--- config.mk ---
export PLATFORM = sky130hd
export DESIGN_NAME = adc_retimer
export DESIGN_NICKNAME = d
export VERILOG_FILES = /design/src/verilog/emu_pack.sv /design/src/verilog/adc_retimer.sv
export SDC_FILE = /design/constraint.sdc
export NUM_CORES = 1
export LEC_CHECK = 0
export ABC_CLOCK_PERIOD_IN_PS = 3400
export BUFFER_PORTS_ARGS = -buffer_cell sky130_fd_sc_hd__buf_2
export CORE_MARGIN = 2
export CORE_UTILIZATION = 40
export CTS_CLUSTER_SIZE = 8
export DETAILED_ROUTE_END_ITERATION = 12
export GPL_ROUTABILITY_DRIVEN = 0
export PLACE_DENSITY = 0.83
export SETUP_SLACK_MARGIN = 0.1
export SYNTH_ARGS = -nofsm -noshare
export SYNTH_HDL_FRONTEND = slang
export SYNTH_SLANG_ARGS = --single-unit
export TNS_END_PERCENT = 20
--- constraint.sdc ---
create_clock -name emu_clk -period 3.4 [get_ports emu_clk]
set_input_delay 0.17 -clock emu_clk [delete_from_list [all_inputs] [get_ports emu_clk]]
set_output_delay 0.17 -clock emu_clk [all_outputs]
set_load 0.02 [all_outputs]
--- src/verilog/emu_pack.sv ---
// default sizes for the receiver front-end model
// the top level takes these as parameter defaults and the testbench sizes its models from them
package emu_pack;

    // history bits looked up per table access
    localparam int chunk_width_def = 4;

    // chunks walked per frame
    localparam int num_chunks_def = 4;

    // interleaved slices, also the bits taken in per frame
    localparam int num_slices_def = 4;

    // step-response entries and accumulators share this width
    localparam int func_width_def = 18;

    // width of each slice's magnitude output
    localparam int adc_width_def = 8;

    // right shift from absolute sum to ADC code
    localparam int adc_shift_def = 4;

endpackage

--- src/verilog/adc_retimer.sv ---
`timescale 1ns/10ps

// moves the slice outputs into the ADC clock domain view
// the ADC clock is sampled on emu_clk and a rising edge triggers a capture
module adc_retimer #(
    parameter int num_slices = emu_pack::num_slices_def,
    parameter int adc_width  = emu_pack::adc_width_def
) (
    input  logic                                 emu_clk,
    input  logic                                 emu_rst,
    input  logic                                 clk_adc_i,
    input  logic [num_slices-1:0]                sign_i,
    input  logic [num_slices-1:0][adc_width-1:0] mag_i,
    output logic [num_slices-1:0]                sign_o,
    output logic [num_slices-1:0][adc_width-1:0] mag_o,
    output logic                                 adc_valid_o  // one cycle per ADC clock
);

    logic clk_d1;
    logic clk_d2;
    logic clk_rise;

    // both stages start high so the first frame cannot look like an edge
    always_ff @(posedge emu_clk) begin
        if (emu_rst) begin
            clk_d1 <= 1'b1;
            clk_d2 <= 1'b1;
        end else begin
            clk_d1 <= clk_adc_i;
            clk_d2 <= clk_d1;
        end
    end

    assign clk_rise = clk_d1 & ~clk_d2;

    always_ff @(posedge emu_clk) begin
        if (emu_rst) begin
            adc_valid_o <= 1'b0;
        end else begin
            adc_valid_o <= clk_rise;
        end
    end

    // captured words hold until the next edge
    always_ff @(posedge emu_clk) begin
        if (clk_rise) begin
            sign_o <= sign_i;
            mag_o  <= mag_i;
        end
    end

endmodule

==> out/qor.txt <==
==========================================================================================
Outcome                                                                       finished clean
Clock root buffer                                                             sky130_fd_sc_hd__clkbuf_4
Worst path required time                                                           3.37 ns
Mean cell area of the mapped netlist                                             27.3 um^2
Largest stage delay on the critical path                                           0.79 ns
Layout overhead on the synthesized area                                              73.3%
Leakage power summed over all cells                                               0.851 nW
Total Die Area                                                                   3380 um^2
Critical path buffer and inverter count                                                  0
Hold/Removal Path Class                                                       register to register
Pre-CTS worst setup slack                                                          1.89 ns
Flip-flop and latch count after synthesis                                               39
Via density per instance                                                              4.37
Ratio of final minimum period to clock period                                        0.456
Initial antenna violation count                                                          0
Kind of launch point of the worst setup path                                      register
Share of post-route cells with drive strength above 1                                0.518
Sequential cell area fraction in the yosys report                                    0.973
Cell count after synthesis                                                              43
Final setup margin                                                                 1.85 ns
Global-route wire length before repair                                             4.26 mm
Measured slew at the worst slew-check pin                                         0.957 ns
Longest Clk Path Bufs                                                                    2
Minimum clock period                                                               1.55 ns
Routed Wire Length                                                                 2.82 mm
Number of nets in the final layout                                                     202
Number of clock sinks                                                                   39
Worst setup path category                                                     register to register
Vias after detailed routing                                                            853
Post-CTS resize count                                                                    0
Distinct cell type count after synthesis                                                 5
Clock edge transition at the registers on the reported setup and hold paths        0.13 ns
Count of unresolved DRC violations after routing                                         0
# setup viols final                                                                      0
Latest clock arrival within the worst-skew pair                                    0.35 ns
I/O pin cnt                                                                             76
Vias in the first global route                                                         929
Capturing element type of the critical path                                       register
Final Hold Violating Endpoints                                                           0
RSZ-0062 raised after global routing                                                 false
Max-cap check violation count                                                            0
Post-route setup TNS                                                                  0 ns
Number of CTS-inserted buffers                                                           5
Pin count of the biggest net entering global routing                                    37
TritonRoute pass-1 iters                                                                 4
CP arrival                                                                         1.52 ns
Main area contributors after synthesis                                        sky130_fd_sc_hd__edfxtp_1 92%, sky130_fd_sc_hd__dfxtp_1 5.1%, sky130_fd_sc_hd__nor3b_2 1.1%
Syn_nets                                                                                82
Max-slew violation count                                                                 0
Cell accounting for the most synthesized area                                 sky130_fd_sc_hd__edfxtp_1
GRT Resource Usage Total                                                             0.185
Cell family with most CP delay                                                simple AND/OR/NAND/NOR gates
Max-slew headroom at the worst pin                                                   0.361
Cells along the critical path                                                      nor2b_4
Remaining number of nets flagged by the antenna check after routing                      0
Post-synth top area share                                                            0.922
First-iteration detailed-routing DRC count                                              11
Core utilization of the finished layout                                              0.731
CTS tree                                                                             built
Maximum ir drop on the vdd rail                                                   0.477 mV
Post-synthesis cell area                                                         1170 um^2
Placed insts                                                                           149
Warning count from the yosys run                                                         0
Input/output buffers                                                                    75
H-tree depth reported by CTS                                                             2
Final clock skew                                                                 0.0156 ns
Peak Freq                                                                        0.645 GHz
Diode insertion count for antenna repair                                                 0
Largest fanout on the critical path                                                     36
Horiz. Die Dim                                                                     58.1 um
Residual overflow from global routing                                                    0
Standard-cell rows                                                                      19
PD cells                                                                       424 nW/um^2
Minimum hold slack                                                                0.490 ns
Total core area                                                                  2780 um^2
Cell at the slowest stage of the critical path                                sky130_fd_sc_hd__nor2b_4
Non-Filler Instances                                                                   195
Routed wirelength normalized by instance count                                     14.5 um
Initial core utilization                                                             0.422
Die span in y                                                                      58.1 um
==========================================================================================
-- synthesized netlist by cell type --
cell                       instances
sky130_fd_sc_hd__nor2b_1           1
sky130_fd_sc_hd__dfxtp_1           3
sky130_fd_sc_hd__nor3b_2           1
sky130_fd_sc_hd__edfxtp_1         36
sky130_fd_sc_hd__or2_1             2
-- layout make-up --
class                           count  area [um^2]
Clock buffer                        5         37.5
Clock inverter                      3         20.0
Fill cell                         173          749
Multi-Input combinational cell      4         38.8
Sequential cell                    39         1140
Tap cell                           31         38.8
Timing Repair Buffer              113          756
-- cells by family (layout without fill, tap and decap cells) --
group,count (synthesis),after routing,share of synthesized area
buf+inv,0,121,0
simple gates,4,4,0.0267
flops,39,39,0.973
-- metrics by stage --
stage	power (W)	instance area [um^2]
after floorplan	0.000572	1170
after global placement	0.000602	1590
after detailed placement	0.000604	1590
after CTS	0.000861	2030
after global routing	0.000892	2030
final	0.000862	2030
-- flip-flops by register name (all words and copies together), names as in the netlist --
name and flops:
mag_o 32, sign_o 4, adc_valid_o 1, clk_d1 1
clk_d2 1
-- layout by cell type, fill, tap and decap left out --
master,count
sky130_fd_sc_hd__edfxtp_1,36
sky130_fd_sc_hd__clkinvlp_4,2
sky130_fd_sc_hd__dlygate4sd3_1,38
sky130_fd_sc_hd__buf_2,75
sky130_fd_sc_hd__nor3b_2,1
sky130_fd_sc_hd__clkbuf_4,5
sky130_fd_sc_hd__clkinv_2,1
sky130_fd_sc_hd__dfxtp_1,3
sky130_fd_sc_hd__or2_1,2
sky130_fd_sc_hd__nor2b_4,1
-- power breakdown --
part | internal, W | switching [W]
registers | 0.000538 | 0.00000354
logic | 0.0000518 | 0.0000360
clock network | 0.0000790 | 0.000154
-- timing repair --
action,in CTS,in global routing
hold buffers,38,0
hold endpoints to repair,38,0
setup buffers,0,0
-- routing by layer --
| metal | track usage | vias to the layer above | part of all wire |
|---|---|---|---|
| li1 | - | 407 | - |
| met4 | 0.0731 | 0 | 0.019 |
| met1 | 0.187 | 385 | 0.35 |
| met3 | 0.0938 | 6 | 0.12 |
| met2 | 0.321 | 55 | 0.52 |
| met5 | 0 | - | 0 |
-- worst paths after layout --
path,from,to,slack [ns],cells past startpoint
min reg2reg,clk_d1$_SDFF_PP1_,clk_d2$_SDFF_PP1_,0.49,1
max reg2reg,clk_d1$_SDFF_PP1_,mag_o[28]$_DFFE_PP_,1.85,1
max,clk_d1$_SDFF_PP1_,mag_o[28]$_DFFE_PP_,1.85,1
min,clk_d1$_SDFF_PP1_,clk_d2$_SDFF_PP1_,0.49,1
(Power assumes the default switching activity.)
